===== src/verilog/wh_consts.svh =====
`ifndef WH_CONSTS_SVH
`define WH_CONSTS_SVH

// packet fields
`define WH_CORD_W     4
`define WH_LEN_W      3
`define WH_PAYLOAD_W  48

// link and flit limits
`define WH_FLIT_W     16
`define WH_MAX_FLITS  4   // 55 packet bits in whole flits
`define WH_MAX_LEN    3   // body flits after the header
`define WH_IDX_W      2

`endif


===== src/verilog/wh_pkg.sv =====
`default_nettype none

`include "wh_consts.svh"

package wh_pkg;

  // low bits of every header flit
  typedef struct packed {
    logic [`WH_LEN_W-1:0]  len;
    logic [`WH_CORD_W-1:0] cord;
  } wh_header_t;

  typedef struct packed {
    logic [`WH_PAYLOAD_W-1:0] payload;
    logic [`WH_LEN_W-1:0]     len;
    logic [`WH_CORD_W-1:0]    cord;
  } wh_packet_t;

  typedef enum logic [1:0] {
    SER_IDLE,
    SER_SEND
  } ser_state_e;

  typedef enum logic [1:0] {
    DES_HEAD,  // waiting for a header
    DES_BODY,
    DES_FULL   // packet held until yumi
  } deser_state_e;

endpackage

`default_nettype wire


===== src/verilog/wh_seq_if.sv =====
`timescale 1ns/1ps
`default_nettype none

`include "wh_consts.svh"

interface wh_seq_if;

  logic                 load;
  logic                 step;
  logic [`WH_IDX_W-1:0] idx;
  logic                 last;  // idx has reached the packet len

  modport fsm     (output load, output step, input last);
  modport counter (input load, input step, output idx, output last);
  modport data    (input load, input step, input idx);

endinterface

`default_nettype wire


===== src/verilog/wh_adapters_top.sv =====
`timescale 1ns/1ps
`default_nettype none

`include "wh_consts.svh"

module wh_adapters_top (
  input  logic                                clk_i,
  input  logic                                arst_n_i,
  input  logic [$bits(wh_pkg::wh_packet_t)-1:0] packet_i,
  input  logic                                v_i,
  output logic                                ready_o,
  output logic [$bits(wh_pkg::wh_packet_t)-1:0] packet_o,
  output logic                                v_o,
  input  logic                                yumi_i
);

  // flit link looped back from tx to rx
  logic                  link_v;
  logic                  link_ready;
  logic [`WH_FLIT_W-1:0] link_data;

  logic [`WH_LEN_W-1:0]  tx_len;
  logic [`WH_LEN_W-1:0]  rx_len;

  wh_seq_if tx_seq ();
  wh_seq_if rx_seq ();

  wh_ser_fsm tx_fsm (
    .clk_i        (clk_i),
    .arst_n_i     (arst_n_i),
    .seq          (tx_seq.fsm),
    .v_i          (v_i),
    .ready_o      (ready_o),
    .link_v_o     (link_v),
    .link_ready_i (link_ready)
  );

  wh_flit_piso tx_piso (
    .clk_i    (clk_i),
    .arst_n_i (arst_n_i),
    .seq      (tx_seq.data),
    .packet_i (packet_i),
    .len_o    (tx_len),
    .flit_o   (link_data)
  );

  wh_flit_counter tx_cnt (
    .clk_i    (clk_i),
    .arst_n_i (arst_n_i),
    .seq      (tx_seq.counter),
    .len_i    (tx_len)
  );

  wh_deser_fsm rx_fsm (
    .clk_i        (clk_i),
    .arst_n_i     (arst_n_i),
    .seq          (rx_seq.fsm),
    .link_v_i     (link_v),
    .link_ready_o (link_ready),
    .v_o          (v_o),
    .yumi_i       (yumi_i)
  );

  wh_flit_sipo rx_sipo (
    .clk_i    (clk_i),
    .arst_n_i (arst_n_i),
    .seq      (rx_seq.data),
    .flit_i   (link_data),
    .len_o    (rx_len),
    .packet_o (packet_o)
  );

  wh_flit_counter rx_cnt (
    .clk_i    (clk_i),
    .arst_n_i (arst_n_i),
    .seq      (rx_seq.counter),
    .len_i    (rx_len)
  );

endmodule

`default_nettype wire


===== src/verilog/wh_deser_fsm.sv =====
`timescale 1ns/1ps
`default_nettype none

module wh_deser_fsm (
  input  logic  clk_i,
  input  logic  arst_n_i,
  wh_seq_if.fsm seq,
  input  logic  link_v_i,
  output logic  link_ready_o,
  output logic  v_o,
  input  logic  yumi_i
);

  import wh_pkg::*;

  deser_state_e state_q;
  deser_state_e state_d;
  logic         xfer;

  assign link_ready_o = (state_q != DES_FULL);  // no room while a packet waits
  assign v_o          = (state_q == DES_FULL);
  assign xfer         = link_v_i & link_ready_o;

  // the header is counted as flit 0 as well
  assign seq.load = xfer & (state_q == DES_HEAD);
  assign seq.step = xfer;

  always_comb begin
    state_d = state_q;
    case (state_q)
      DES_HEAD: begin
        if (xfer) begin
          state_d = seq.last ? DES_FULL : DES_BODY;  // len 0 ends here
        end
      end
      DES_BODY: begin
        if (xfer && seq.last) begin
          state_d = DES_FULL;
        end
      end
      DES_FULL: begin
        if (yumi_i) begin
          state_d = DES_HEAD;
        end
      end
      default: begin
        state_d = DES_HEAD;
      end
    endcase
  end

  always_ff @(posedge clk_i or negedge arst_n_i) begin
    if (!arst_n_i) begin
      state_q <= DES_HEAD;
    end else begin
      state_q <= state_d;
    end
  end

endmodule

`default_nettype wire


===== src/verilog/wh_flit_counter.sv =====
`timescale 1ns/1ps
`default_nettype none

`include "wh_consts.svh"

module wh_flit_counter (
  input  logic                 clk_i,
  input  logic                 arst_n_i,
  wh_seq_if.counter            seq,
  input  logic [`WH_LEN_W-1:0] len_i
);

  localparam int IDX_W = `WH_IDX_W;
  localparam int LEN_W = `WH_LEN_W;

  logic [IDX_W-1:0] idx_q;

  // load restarts the count, so a header is always flit 0
  assign seq.idx  = seq.load ? '0 : idx_q;
  assign seq.last = (LEN_W'(seq.idx) == len_i);

  always_ff @(posedge clk_i or negedge arst_n_i) begin
    if (!arst_n_i) begin
      idx_q <= '0;
    end else if (seq.load || seq.step) begin
      idx_q <= seq.idx + IDX_W'(seq.step);  // wraps after the last flit
    end
  end

endmodule

`default_nettype wire


===== src/verilog/wh_flit_piso.sv =====
`timescale 1ns/1ps
`default_nettype none

`include "wh_consts.svh"

module wh_flit_piso (
  input  logic                  clk_i,
  input  logic                  arst_n_i,
  wh_seq_if.data                seq,
  input  wh_pkg::wh_packet_t    packet_i,
  output logic [`WH_LEN_W-1:0]  len_o,
  output logic [`WH_FLIT_W-1:0] flit_o
);

  import wh_pkg::*;

  localparam int FLIT_W = `WH_FLIT_W;
  localparam int BUF_W  = `WH_MAX_FLITS * `WH_FLIT_W;
  localparam int PKT_W  = $bits(wh_packet_t);

  logic [BUF_W-1:0] buf_q;
  wh_packet_t       pkt;

  assign pkt    = buf_q[PKT_W-1:0];
  assign len_o  = pkt.len;
  assign flit_o = buf_q[seq.idx*FLIT_W +: FLIT_W];

  always_ff @(posedge clk_i or negedge arst_n_i) begin
    if (!arst_n_i) begin
      buf_q <= '0;
    end else if (seq.load) begin
      buf_q <= {{(BUF_W-PKT_W){1'b0}}, packet_i};  // top flit padded with zeros
    end
  end

endmodule

`default_nettype wire


===== src/verilog/wh_flit_sipo.sv =====
`timescale 1ns/1ps
`default_nettype none

`include "wh_consts.svh"

module wh_flit_sipo (
  input  logic                  clk_i,
  input  logic                  arst_n_i,
  wh_seq_if.data                seq,
  input  logic [`WH_FLIT_W-1:0] flit_i,
  output logic [`WH_LEN_W-1:0]  len_o,
  output wh_pkg::wh_packet_t    packet_o
);

  import wh_pkg::*;

  localparam int MAX_FLITS = `WH_MAX_FLITS;
  localparam int FLIT_W    = `WH_FLIT_W;
  localparam int HDR_W     = $bits(wh_header_t);
  localparam int PKT_W     = $bits(wh_packet_t);

  logic [MAX_FLITS-1:0][FLIT_W-1:0] slot_q;
  logic [MAX_FLITS*FLIT_W-1:0]      slot_flat;
  wh_header_t                       hdr_in;
  wh_header_t                       hdr_q;

  assign hdr_in = flit_i[HDR_W-1:0];
  assign hdr_q  = slot_q[0][HDR_W-1:0];

  // the counter needs the new len before the header is stored
  assign len_o = seq.load ? hdr_in.len : hdr_q.len;

  assign slot_flat = slot_q;
  assign packet_o  = slot_flat[PKT_W-1:0];

  always_ff @(posedge clk_i or negedge arst_n_i) begin
    if (!arst_n_i) begin
      slot_q <= '0;
    end else if (seq.load) begin
      slot_q    <= '0;  // stale body flits of a longer packet go away
      slot_q[0] <= flit_i;
    end else if (seq.step) begin
      slot_q[seq.idx] <= flit_i;
    end
  end

endmodule

`default_nettype wire


===== src/verilog/wh_ser_fsm.sv =====
`timescale 1ns/1ps
`default_nettype none

module wh_ser_fsm (
  input  logic  clk_i,
  input  logic  arst_n_i,
  wh_seq_if.fsm seq,
  input  logic  v_i,
  output logic  ready_o,
  output logic  link_v_o,
  input  logic  link_ready_i
);

  import wh_pkg::*;

  ser_state_e state_q;
  ser_state_e state_d;
  logic       ready_q;
  logic       xfer;

  assign xfer     = link_v_o & link_ready_i;
  assign link_v_o = (state_q == SER_SEND);
  assign ready_o  = ready_q;

  assign seq.load = ready_q & v_i;  // packet handshake
  assign seq.step = xfer;

  always_comb begin
    state_d = state_q;
    case (state_q)
      SER_IDLE: begin
        if (seq.load) begin
          state_d = SER_SEND;
        end
      end
      SER_SEND: begin
        if (xfer && seq.last) begin
          state_d = SER_IDLE;
        end
      end
      default: begin
        state_d = SER_IDLE;
      end
    endcase
  end

  // ready follows the next state and stays low in reset
  always_ff @(posedge clk_i or negedge arst_n_i) begin
    if (!arst_n_i) begin
      state_q <= SER_IDLE;
      ready_q <= 1'b0;
    end else begin
      state_q <= state_d;
      ready_q <= (state_d == SER_IDLE);
    end
  end

endmodule

`default_nettype wire


===== config.mk =====
export PLATFORM = sky130hd
export DESIGN_NAME = wh_adapters_top
export DESIGN_NICKNAME = d
export VERILOG_FILES = /design/src/verilog/wh_pkg.sv /design/src/verilog/wh_seq_if.sv /design/src/verilog/wh_adapters_top.sv /design/src/verilog/wh_deser_fsm.sv /design/src/verilog/wh_flit_counter.sv /design/src/verilog/wh_flit_piso.sv /design/src/verilog/wh_flit_sipo.sv /design/src/verilog/wh_ser_fsm.sv
export VERILOG_INCLUDE_DIRS = /design/src /design/src/verilog
export SDC_FILE = /design/constraint.sdc
export NUM_CORES = 1
export LEC_CHECK = 0
export ABC_AREA = 1
export BUFFER_PORTS_ARGS = -buffer_cell sky130_fd_sc_hd__buf_2
export CAP_MARGIN = 15
export CORE_MARGIN = 2
export CORE_UTILIZATION = 49
export DETAILED_ROUTE_END_ITERATION = 8
export PLACE_DENSITY = 0.76
export SLEW_MARGIN = 20
export SYNTH_ARGS = -nofsm -noshare
export SYNTH_HDL_FRONTEND = slang
export SYNTH_SLANG_ARGS = --single-unit

===== constraint.sdc =====
create_clock -name clk_i -period 1.6 [get_ports clk_i]
set_input_delay 0.08 -clock clk_i [delete_from_list [all_inputs] [get_ports clk_i]]
set_output_delay 0.08 -clock clk_i [all_outputs]
set_load 0.03 [all_outputs]

Word level (Yosys, flattened, before mapping)
Cells that the tools add are included.
{ "classes": {"addsub": 2, "magnitude_cmp": 2, "eq_ne": 9, "n_shift": 1, "mux": 16, "bitwise_logic": 3, "n_reduce_logical": 10} }
{ "op_table": {"columns": ["cell", "count"], "rows": [
  ["64-bit two-way mux", 2],
  ["64-bit bitwise mux", 1],
  ["64-bit by 7-bit indexed part select with 16-bit output", 1],
  ["16-bit demux with 2-bit select", 1],
  ["16-bit two-way mux", 1],
  ["2-bit two-way mux", 8],
  ["2-bit by 3-bit == test with 1-bit output", 2],
  ["2-bit logical NOT", 3],
  ["2-bit by 1-bit inequality test with 1-bit output (second input constant)", 3],
  ["2-bit case mux with 3 select lines", 1],
  ["2-bit by 1-bit adder with 2-bit output", 2],
  ["2-bit by 1-bit == test with 1-bit output (second input constant)", 2],
  ["2-bit case mux with 2 select lines", 1],
  ["1-bit AND", 3],
  ["1-bit logical AND", 3],
  ["2-bit by 3-bit < comparator with 1-bit output (second input constant)", 1],
  ["3-bit two-way mux", 1],
  ["3-bit AND reduction", 1],
  ["2-bit == test (second input constant)", 1],
  ["2-bit by 1-bit >= comparator with 1-bit output (second input constant)", 1],
  ["1-bit logical OR", 2],
  ["2-bit inequality test (second input constant)", 1],
  ["2-bit nonzero test", 1]
]} }
{ "totals": {"register_bits": 128, "in_bits": 59, "output_inout_bits": 57, "elab_cells": 53} }

Logic depth before layout (Yosys ltp)
Gate-level depths: netlist (run 1).
{ "logic_depth": {"ltp_word": 11, "ltp_mapped": 12, "depth_no_buf": 11} }

Cells and area by module
A second synthesis (run 1) with hierarchy kept.
{ "hier_totals": {"hier_cells": 707, "area_unflattened_um2": 5622.9} }
{ "by_module_without_submodules": {"columns": ["mod", "n_inst", "cells_each", "area_per_inst_um2", "seq_area_each_um2"], "rows": [
  ["wh_flit_piso", 1, 339, 2665.1, 1376.3],
  ["wh_flit_sipo", 1, 286, 2396.0, 1376.3],
  ["wh_flit_counter", 2, 24, 158.9, 50.0],
  ["wh_ser_fsm", 1, 17, 131.4, 75.1],
  ["wh_deser_fsm", 1, 17, 112.6, 50.0]
]} }

Worst setup path after synthesis (run 1)
OpenSTA, ideal clock, no wires.
{ "synth_timing": {"path_type": "register to register", "from": "register tx_fsm.ready_q, in the netlist tx_fsm.ready_o", "to": "register rx_sipo.slot_q, in the netlist rx_sipo.packet_o[10]", "setup_ps": 65, "t_arrival_ps": 1535, "required_time_ps": 1535, "setup_slack_ps": -1, "path_stages_with_launch": 10, "path_buffers": 2, "synth_period_minus_slack_ps": 1601, "cell_sequence": "dfrtp_1 -> nand2_1 -> buf_4 -> nand2_2 -> inv_1 -> buf_4 -> nor2_1 -> o32ai_1 -> nand2_1 -> nand2_1"} }
{ "synth_between": {"elab_chain_cells": 6} }
{ "synth_rtl": {"columns": ["element", "line", "text"], "rows": [
  ["start, declared", "wh_ser_fsm.sv:18", "logic ready_q;"],
  ["start signal, assigned", "wh_ser_fsm.sv:54", "ready_q <= (state_d == SER_IDLE);"],
  ["1-bit AND *", "wh_ser_fsm.sv:25", "assign seq.load = ready_q & v_i;"],
  ["2-bit two-way mux *", "wh_flit_counter.sv:19", "assign seq.idx = seq.load ? '0 : idx_q;"],
  ["64-bit by 7-bit indexed part select with 16-bit output *", "wh_flit_piso.sv:26", "assign flit_o = buf_q[seq.idx*FLIT_W +: FLIT_W];"],
  ["64-bit bitwise mux", "wh_flit_sipo.sv:43", "slot_q[seq.idx] <= flit_i;"],
  ["64-bit two-way mux", "wh_flit_sipo.sv:42", "end else if (seq.step) begin"],
  ["64-bit two-way mux *", "wh_flit_sipo.sv:39", "end else if (seq.load) begin"],
  ["end signal, assigned by index", "wh_flit_sipo.sv:43", null],
  ["end, declared", "wh_flit_sipo.sv:22", "logic [MAX_FLITS-1:0][FLIT_W-1:0] slot_q;"]
]} }
Mark *: on every way between the ends. The rest lies on a longest branch, timed or not. The select of a mux whose other input is x is not followed.
A chain may end at the register's enable or synchronous reset.

Worst setup path after layout (run 1)
{ "layout_timing": {"from": "register tx_fsm.ready_q, in the netlist tx_fsm.ready_o", "to": "register rx_sipo.slot_q, in the netlist rx_sipo.packet_o[12]"} }
Same word-level chain as after synthesis.

==> results.ini, run 1 <==
[floorplanning]
coreArea_mm2=0.01023
io_pins=116
die-area_mm2=0.01127
die_height_um=106.1
initial_core_util_pct=49.97
rows=37
die_w_um=106.1

[pwr]
swShare_pct=37.86
combPwrFrac_pct=33.2
p_per_area_mw_per_mm2=1641
max-vdd-ir-drop_uv=1036
internal_power_uw=7532
seq_power_share_pct=36.0
clkPwrFrac_pct=30.8
leakage_uw=0.003948
p_switching_uw=4590

[sta]
whs_ns=0.1066
rsz0062_at_grt=true
skew_ns=0.007390
hold_viol_final=0
drv_slew=0
slew_headroom_pct=63.98
worst_pin_slew_ns=0.5403
max_freq_mhz=646.1
min_period_ns=1.548
fin_crit_sh_pct=96.74
setup_viol=0

[synth]
synthTopCellsByCount=nand2_1, dfrtp_1, o21ai_0
synth_area_mm2=0.005112
synth_edf_count=0
synth_top_area_share_pct=58.25
synthTopCellsByArea=dfrtp_1, nand2_1, o21ai_0
synthFlopType=dfrtp_1
async_flop_share_pct=100.0
yosys_warnings=0
synth_cell_types=27
synth_cells=603
ys_ff_latch=119
synth_most_common_cell=nand2_1
synth_area_leader_cell=dfrtp_1
ys_seq_area_share_pct=58.25
postSynthAreaPerCell_um2=8.478
synth_nets=663

[detailed_routing]
drtIter0Drc=328
drc_errors=0
dr.pass1.iters=6
wl_mm=15.00
vias=4958
wire_per_inst_um=15.73
viasPerCell=5.197
ant_nets=0

[clock_tree]
clockBufferDepth=2
cts_max_level=4
root_buffer=clkbuf_8
clk_latency_ns=0.51
clk_pin_slew_ns=0.06
numClockSinks=119
cts_buffers=17
cts_tree=built

[outcome]
outcome=completed

[setup_path]
critical_path_class=flop to flop
critical-path-top-delay-family=compound AO/OA/AOI/OAI gates
slowest_delay_ns=0.47
cp.required_ns=2.05
path_cells=nand2_2, nand2_2, buf_4, o32ai_1, nand2_1, nand2_1
crit_buf_inv=1
cpMaxStageDelayCell=o32ai_1
path_max_fanout=18
start_kind=flop
crit_arrival_ns=2.00
end_kind=flop
cp-startpoint=tx_fsm.ready_o$_DFF_PN0_
r2r-start=tx_fsm.ready_o$_DFF_PN0_

[final_layout]
drive_above_1_share_pct=27.14
fin_nets=865
final_area_mm2=0.007385
fill_cells=707
area_growth_pct=44.44
n_antenna_cell=0

[placed_design]
dpl.hpwl_mm=9.048
port_buffers=115
gp_congestion=0.8532
placed_area_mm2=0.006028

[grt]
grt.total_usage_pct=27.29
grt_overflow_total=0
antenna_found_initial=0
grt_max_degree=48
grt_pass1_vias=4842
grt_pass1_wl_mm=23.76

[flow_run]
drv_cap=0

[worst_hold_path]
hp-class=input pin to asynchronous set/reset pin

## cells in the final DEF, fill, tap and decap left out, types with 5 or more instances in the layout
cell type | netlist | layout
buf_12 | 0 | 6
buf_2 | 11 | 113
buf_4 | 5 | 36
buf_6 | 0 | 5
clkbuf_16 | 0 | 16
clkinv_2 | 0 | 5
clkinvlp_4 | 0 | 6
dfrtp_1 | 119 | 118
dlygate4sd3_1 | 0 | 57
inv_1 | 39 | 34
nand2_1 | 246 | 243
nand3_1 | 54 | 52
nor2_1 | 16 | 15
o21ai_0 | 58 | 56
o32ai_2 | 0 | 5
## worst register-to-register path, cell delays in order, from the launching register on
cell and delay, ns:
dfrtp_2 0.41, nand2_2 0.12, nand2_2 0.10, buf_4 0.20, o32ai_1 0.47, nand2_1 0.10
nand2_1 0.09
## path summary, 6_finish.rpt
path,endpoint,slack (ns),cells past startpoint
hold / removal,rx_sipo.packet_o[43]$_DFFE_PN0P_,0.11,2
min in group clk_i,tx_piso.buf_q[21]$_DFFE_PN0P_,0.11,5
setup / recovery,rx_sipo.packet_o[12]$_DFFE_PN0P_,0.05,6
hold reg to reg,rx_sipo.packet_o[11]$_DFFE_PN0P_,0.48,2
setup reg to reg,rx_sipo.packet_o[12]$_DFFE_PN0P_,0.05,6
max in group asynchronous,rx_sipo.packet_o[0]$_DFFE_PN0P_,0.87,3
## area by class of cell
| type | count | area [um2] | share of cell area (%) |
|---|---|---|---|
| timing repair buffer | 217 | 1583 | 21.43 |
| tap | 136 | 170.2 | 2.304 |
| clock buffer | 19 | 421.7 | 5.710 |
| multi-input combinational | 408 | 1902 | 25.75 |
| sequential | 119 | 2979 | 40.34 |
| clock inverter | 13 | 155.1 | 2.101 |
| timing repair inverter | 1 | 7.507 | 0.1017 |
| inverter | 41 | 166.4 | 2.253 |
## cells by family after synthesis
family,count (synthesis),synth area share [%]
simple gates,325,26.02
flops,119,58.25
compound gates,79,8.860
buf+inv,76,6.216
xor+xnor,2,0.3427
fa+ha+maj,1,0.2447
other cells,1,0.07335
## flip-flops by register name, indices dropped and copies added, names as in the netlist
| name | cells |
|---|---|
| tx_fsm.state_q | 2 |
| tx_piso.buf_q | 55 |
| rx_fsm.state_q | 2 |
| tx_cnt.idx_q | 2 |
| rx_cnt.idx_q | 2 |
| rx_sipo.packet_o | 55 |
| tx_fsm.ready_o | 1 |
## power groups by stage
stage                     Clock (uW)  Combinational [uW]  Sequential [uW]
after floorplan                    0                1360             5350
after global placement             0                3640             4340
after detailed placement           0                3700             4370
after CTS                       3770                3870             4330
after global routing            3920                4360             4430
final                           3740                4030             4360
## routing by layer
layer  vias to the layer above  wire, um  global-route usage [%]
li1                       2327         -                       -
met5                         -         0                       0
met3                        34       852                   4.966
met4                         0       403                   10.81
met2                       224      7524                   45.47
met1                      2373      6222                   35.48
## what timing repair did
action                                 CTS  global route
pin swaps                                1             5
resized for setup                       10            24
endpoints found under the hold margin  175             0
hold buffers                            57             0
gates cloned                             1             1
setup buffers                            3             7
setup endpoints to repair               40            59
## stage by stage
step | instances | power, uW | utilization (%) | setup TNS (ns) | setup WS (ns)
2_1_floorplan | 603 | 6712 | - | 0 | 0.005929
3_3_place_gp | 853 | 7973 | 58.92 | -1.054 | -0.06495
3_5_place_dp | 853 | 8071 | 58.92 | -1.918 | -0.1008
4_1_cts | 946 | 11960 | 70.75 | 0 | 0.007490
5_1_grt | 954 | 12710 | 72.18 | -0.8065 | -0.05725
6_report | 954 | 12120 | 72.18 | 0 | 0.05220
No activity file was read; power rests on OpenSTA's default activity.
==> run 2: changes to the inputs <==
--- a/config.mk
+++ b/config.mk
@@ -10,9 +10,10 @@
 export BUFFER_PORTS_ARGS = -buffer_cell sky130_fd_sc_hd__buf_2
 export CAP_MARGIN = 15
 export CORE_MARGIN = 2
-export CORE_UTILIZATION = 49
+export CORE_UTILIZATION = 50
 export DETAILED_ROUTE_END_ITERATION = 8
-export PLACE_DENSITY = 0.76
+export PLACE_DENSITY = 0.75
+export REMOVE_ABC_BUFFERS = 1
 export SLEW_MARGIN = 20
 export SYNTH_ARGS = -nofsm -noshare
 export SYNTH_HDL_FRONTEND = slang
==> constraint.sdc (replaced) <==
create_clock -name clk_i -period 1.5 [get_ports clk_i]
set_input_delay 0.075 -clock clk_i [delete_from_list [all_inputs] [get_ports clk_i]]
set_output_delay 0.075 -clock clk_i [all_outputs]
set_load 0.03 [all_outputs]
==> run 2 against run 1 <==
  * Setup slack worse by 0.35 ns
  * Global-route usage up 0.23 points
  * Non-clock buffer count up 25
  * Critical path type unchanged
  * Largest power group is now combinational cells
  * The flow now finishes with violations (negative setup slack)
==> results.ini, run 2 (synthesis results as in run 1) <==
[sta]
whs_ns=0.1215  ; +0.01492 ns
min_period_ns=1.796  ; +0.2479 ns
fin_ws_ns=-0.2957  ; -0.3479 ns
setup_viol=57  ; +57
hold_viol_final=0  ; unchanged
rsz0062_at_grt=true
fin_tns_setup_ns=-12.82  ; -12.82 ns
skew_ns=0.01300  ; +0.005612 ns
fin_crit_sh_pct=119.7  ; +23 points
slew_headroom_pct=54.88  ; -9.1 points
drv_slew=0  ; unchanged
worst_pin_slew_ns=0.6747  ; +0.1344 ns
max_freq_mhz=556.9  ; -14%

[final_layout]
drive_above_1_share_pct=34.05  ; +6.9 points
n_antenna_cell=0  ; unchanged
final_area_mm2=0.007884  ; +6.8%
area_growth_pct=54.21
layout_commonest_cell=nand2_1
final_cell_mix=nand2_1, dfrtp_1, buf_2
fin_cells=976  ; +2.3%
fin_nets=890  ; +2.9%

[floorplanning]
die_height_um=105.1  ; -0.97%
die_w_um=105.1  ; -0.97%
coreArea_mm2=0.009864  ; -3.6%
die-area_mm2=0.01105  ; -1.9%
rows=36  ; -2.7%
initial_core_util_pct=51.83  ; +1.9 points
io_pins=116  ; unchanged

[detailed_routing]
vias=5201  ; +4.9%
dr.pass1.iters=5  ; -1
wire_per_inst_um=17.02  ; +8.2%
ant_nets=0  ; unchanged
drc_errors=0  ; unchanged
wl_mm=16.61  ; +11%
drtIter0Drc=334  ; +1.8%
viasPerCell=5.329  ; +2.5%

[grt]
grt_max_degree=60  ; +25%
grt_overflow_total=0  ; unchanged
grt.total_usage_pct=27.52  ; +0.23 points
antenna_found_initial=0  ; unchanged
grt_pass1_wl_mm=23.63  ; -0.58%
grt_pass1_vias=4959  ; +2.4%

[setup_path]
crit_arrival_ns=2.21  ; +0.21 ns
end_kind=flop
crit_buf_inv=5  ; +4
start_kind=flop
slowest_delay_ns=0.45  ; -0.02 ns
critical-path-top-delay-family=buffers and inverters
cpMaxStageDelayCell=dfrtp_2
critical_path_class=flop to flop
path_max_fanout=9  ; -9
crit_top_cell=buf_4
r2r-start=rx_fsm.state_q[0]$_DFFE_PN0P_
cp.required_ns=1.91  ; -0.14 ns
cp-startpoint=rx_fsm.state_q[0]$_DFFE_PN0P_
path_cells=nor3_4, buf_4, buf_6, clkinvlp_4, buf_4, clkbuf_16, nand3_1, nand2_1

[pwr]
swShare_pct=38.26  ; +0.40 points
internal_power_uw=8447  ; +12%
clkPwrFrac_pct=29.7  ; -1.1 points
combPwrFrac_pct=35.8  ; +2.6 points
p_switching_uw=5235  ; +14%
max-vdd-ir-drop_uv=1130  ; +9.1%
p_per_area_mw_per_mm2=1735  ; +5.7%
seq_power_share_pct=34.6  ; -1.4 points
leakage_uw=0.004159  ; +5.3%

[worst_hold_path]
hp-class=input pin to asynchronous set/reset pin

[clock_tree]
cts_buffers=17  ; unchanged
root_buffer=clkbuf_8
cts_max_level=4  ; unchanged
clk_latency_ns=0.53  ; +0.02 ns
numClockSinks=119  ; unchanged
clockBufferDepth=2  ; unchanged
cts_tree=built
clk_pin_slew_ns=0.06  ; about the same

[outcome]
violations=negative setup slack
outcome=complete, but fails checks

[placed_design]
dp.cells=856  ; +0.35%
gp_congestion=0.8432  ; -1.2%
dpl.hpwl_mm=8.852  ; -2.2%
placed_area_mm2=0.006043  ; +0.25%
port_buffers=115  ; unchanged
dp_slack_ns=-0.08705  ; +0.01373 ns

[flow_run]
drv_cap=0  ; unchanged

run 2: path summary, 6_finish.rpt:
path | to | slack, ns | depth (start not counted)
min | tx_piso.buf_q[13]$_DFFE_PN0P_ | 0.12 | 3
max | rx_sipo.packet_o[40]$_DFFE_PN0P_ | -0.30 | 8
min in group clk_i | tx_piso.buf_q[17]$_DFFE_PN0P_ | 0.14 | 5
max in group asynchronous | tx_piso.buf_q[35]$_DFFE_PN0P_ | 0.78 | 3
min reg2reg | rx_sipo.packet_o[1]$_DFFE_PN0P_ | 0.47 | 2
max reg2reg | rx_sipo.packet_o[40]$_DFFE_PN0P_ | -0.30 | 8
run 2: repair_timing:
| action | 4_1_cts | 5_1_grt |
|---|---|---|
| cloned | 1 | 7 |
| hold buffers | 58 | 0 |
| endpoints found under the setup margin | 55 | 61 |
| resized for setup | 13 | 103 |
| setup buffers | 5 | 17 |
| endpoints found under the hold margin | 175 | 0 |
| pin swaps | 2 | 25 |
run 2: metal layers:
metal	global-route usage (%)	up-vias	part of all wire (%)
met2	46.66	240	52
met3	5.739	61	4.8
li1	-	2384	-
met4	12.10	0	3.9
met1	33.97	2516	39
met5	0	-	0
run 2: worst reg2reg max path: stages (launching register included):
cell        delay (ns)
dfrtp_2           0.45
nor3_4            0.26
buf_4             0.16
buf_6             0.10
clkinvlp_4        0.18
buf_4             0.21
clkbuf_16         0.16
nand3_1           0.09
nand2_1           0.07
run 2: layout make-up:
class | instances | area [um2]
flip-flops and latches | 119 | 2980
clock buffers | 24 | 460.4
fillers | 570 | 1981
repair inverters | 1 | 7.507
clock inverters | 8 | 121.4
well taps | 133 | 166.4
multi-input cells | 408 | 2088
repair buffers | 242 | 1889
inverters | 41 | 170.2
run 2: per-stage QoR:
step,power (uW),utilization (%)
floorplan,7081,-
global route,14240,79.92
finish,13680,79.92
detailed placement,8664,61.26
CTS,12890,73.74
global placement,8534,61.26
run 2: power groups by stage:
stage	combinational (uW)	sequential, uW	clock, uW
4_1_cts	4230	4620	4040
6_report	4890	4730	4060
3_3_place_gp	3920	4620	0
2_1_floorplan	1350	5730	0
3_5_place_dp	4010	4650	0
5_1_grt	5210	4800	4230
==> run 3: changes to the inputs <==
--- a/config.mk
+++ b/config.mk
@@ -12,6 +12,7 @@
 export CORE_MARGIN = 2
 export CORE_UTILIZATION = 50
 export DETAILED_ROUTE_END_ITERATION = 8
+export MAX_ROUTING_LAYER = met4
 export PLACE_DENSITY = 0.75
 export REMOVE_ABC_BUFFERS = 1
 export SLEW_MARGIN = 20
==> run 3 against run 2 <==
  * Register-to-register slack improved by 0.14 ns
  * Critical path type unchanged
  * Worst hold slack worse by 0.11 ns
  * Global-route usage grew 1.7 points
  * First-iteration DRC count increased by 15%
  * Highest routed layer unchanged
  * Critical path depth decreased by 1
  * Routed wire length fell by 11%
  * Power down 3.3%
  * The flow still finishes with violations (negative setup slack)
  * Sequential share of layout area rose by 2.0 points
  * Maximum frequency up 8.2%
  * Sequential power is 1% lower
==> results.ini, run 3 (synthesis results as in run 1) <==
[setup_path]
end_kind=flop
r2r-start=rx_fsm.state_q[0]$_DFFE_PN0P_
path_max_fanout=5  ; -4
cp-startpoint=rx_fsm.state_q[0]$_DFFE_PN0P_
cp.required_ns=1.92  ; about the same
critical_path_class=flop to flop
start_kind=flop
crit_arrival_ns=2.08  ; -0.13 ns

[final_layout]
multiInputGateArea_mm2=0.001904  ; -8.8%
final_cell_mix=nand2_1, dfrtp_1, buf_2
seqCellArea_mm2=0.002979  ; about the same
final_util_pct=75.86  ; -4.1 points
drive_above_1_share_pct=28.73  ; -5.3 points
layout_commonest_cell=nand2_1
area_growth_pct=46.38
n_antenna_cell=0  ; unchanged
fill_cells=647  ; +14%
fin_nets=872  ; -2.0%

[clock_tree]
clk_latency_ns=0.54  ; about the same
numClockSinks=119  ; unchanged
cts_max_level=4  ; unchanged
cts_tree=built
clockBufferDepth=2  ; unchanged
clk_pin_slew_ns=0.06  ; about the same
root_buffer=clkbuf_8
cts_buffers=17  ; unchanged

[floorplanning]
die-area_mm2=0.01105  ; unchanged
die_height_um=105.1  ; unchanged
io_pins=116  ; unchanged
coreArea_mm2=0.009864  ; unchanged
rows=36  ; unchanged
initial_core_util_pct=51.83  ; unchanged
die_w_um=105.1  ; unchanged

[grt]
grt_pass1_vias=4943  ; -0.32%
grt.total_usage_pct=29.17  ; +1.7 points
grt_max_degree=60  ; unchanged
grt_overflow_total=0  ; unchanged
antenna_found_initial=0  ; unchanged
grt_pass1_wl_mm=24.12  ; +2.1%

[placed_design]
dpl.hpwl_mm=8.813  ; -0.44%
gp_congestion=0.8278  ; -1.8%
port_buffers=115  ; unchanged
dp_slack_ns=-0.08692  ; +0.0001368 ns

[detailed_routing]
ant_nets=0  ; unchanged
dr.pass1.iters=5  ; unchanged
drc_errors=0  ; unchanged
drtIter0Drc=383  ; +15%
viasPerCell=5.216  ; -2.1%
wire_per_inst_um=15.48  ; -9.1%
wl_mm=14.83  ; -11%
vias=4997  ; -3.9%

[pwr]
leakage_uw=0.004009  ; -3.6%
p_switching_uw=4976  ; -4.9%
seq_power_share_pct=35.2  ; +0.6 points
p_per_area_mw_per_mm2=1768  ; +1.9%
swShare_pct=37.62  ; -0.64 points
max-vdd-ir-drop_uv=899.8  ; -20%
combPwrFrac_pct=33.8  ; -2.0 points
clkPwrFrac_pct=30.9  ; +1.2 points
internal_power_uw=8252  ; -2.3%

[sta]
fin_crit_sh_pct=110.6  ; -9.1 points
fin_ws_ns=-0.1596  ; +0.1360 ns
worst_pin_slew_ns=0.5169  ; -0.1579 ns
skew_ns=0.009300  ; -0.003702 ns
setup_viol=59  ; +3.5%
max_freq_mhz=602.6  ; +8.2%
drv_slew=0  ; unchanged
slew_headroom_pct=65.43  ; +11 points
whs_ns=0.01587  ; -0.1057 ns
hold_viol_final=0  ; unchanged
min_period_ns=1.660  ; -0.1360 ns
rsz0062_at_grt=true

[outcome]
outcome=complete, but fails checks
violations=negative setup slack

[flow_run]
drv_cap=0  ; unchanged

[worst_hold_path]
hp-class=input pin to asynchronous set/reset pin

==> run 3: cell count changes in the layout (fill, tap and decap cells not counted), sizes merged <==
cell         change
clkinvlp         +1
inv              +2
clkinv           +1
clkbuf           -8
buf             -13
dlygate4sd3      -1
==> run 3: final timing paths <==
kind	slack (ns)	to	cells past startpoint
setup / recovery	-0.16	rx_sipo.packet_o[8]$_DFFE_PN0P_	7
hold / removal	0.02	tx_piso.buf_q[54]$_DFFE_PN0P_	2
setup reg to reg	-0.16	rx_sipo.packet_o[8]$_DFFE_PN0P_	7
hold reg to reg	0.48	tx_cnt.idx_q[1]$_DFFE_PN0P_	1
max in group asynchronous	0.86	rx_sipo.packet_o[0]$_DFFE_PN0P_	3
min in group clk_i	0.04	tx_piso.buf_q[52]$_DFFE_PN0P_	5
==> run 3: final cells by class <==
class                   instances  area share [%]
inverters                      41           2.190
repair inverters                1          0.1003
well taps                     133           2.224
clock buffers                  20           5.952
multi-input cells             408           25.45
flip-flops and latches        119           39.81
repair buffers                224           22.27
clock inverters                12           2.006
==> run 3: routing by layer <==
metal  share of wire (%)  GRT usage, %
met1                  40         34.14
met2                  52         47.91
met3                 5.3         6.425
met4                 2.9         14.00
met5                   0             -
==> run 3: critical path, stage by stage, from the launching register on <==
cell and delay, ns:
dfrtp_1 0.43, nor3_4 0.32, nor2_4 0.08, nor3_4 0.28
clkinvlp_4 0.15, buf_4 0.17, nand2_1 0.06, nand2_1 0.04
==> run 3: what timing repair did <==
item	in CTS	in global routing
hold buffers	57	0
pin swaps	7	2
endpoints found under the setup margin	54	63
hold endpoints to repair	175	0
buffers inserted	8	3
resized for setup	27	20
cloned	3	0
==> run 3: per-stage QoR <==
| step | power (uW) | cell area, um2 | instances | setup TNS [ns] |
|---|---|---|---|---|
| 2_1_floorplan | 7081 | 4949 | 568 | -94.50 |
| 3_3_place_gp | 8551 | 6048 | 855 | -0.02948 |
| 3_5_place_dp | 8683 | 6048 | 855 | -0.7725 |
| 4_1_cts | 13070 | 7378 | 955 | -0.4129 |
| 5_1_grt | 13850 | 7483 | 958 | -9.875 |
| 6_report | 13230 | 7483 | 958 | -5.359 |
==> run 3: power groups by stage <==
| stage | logic (uW) | clock network, uW | registers, uW |
|---|---|---|---|
| floorplan | 1350 | 0 | 5730 |
| global placement | 3930 | 0 | 4620 |
| detailed placement | 4030 | 0 | 4660 |
| CTS | 4340 | 4110 | 4620 |
| global route | 4830 | 4280 | 4730 |
| finish | 4470 | 4090 | 4660 |
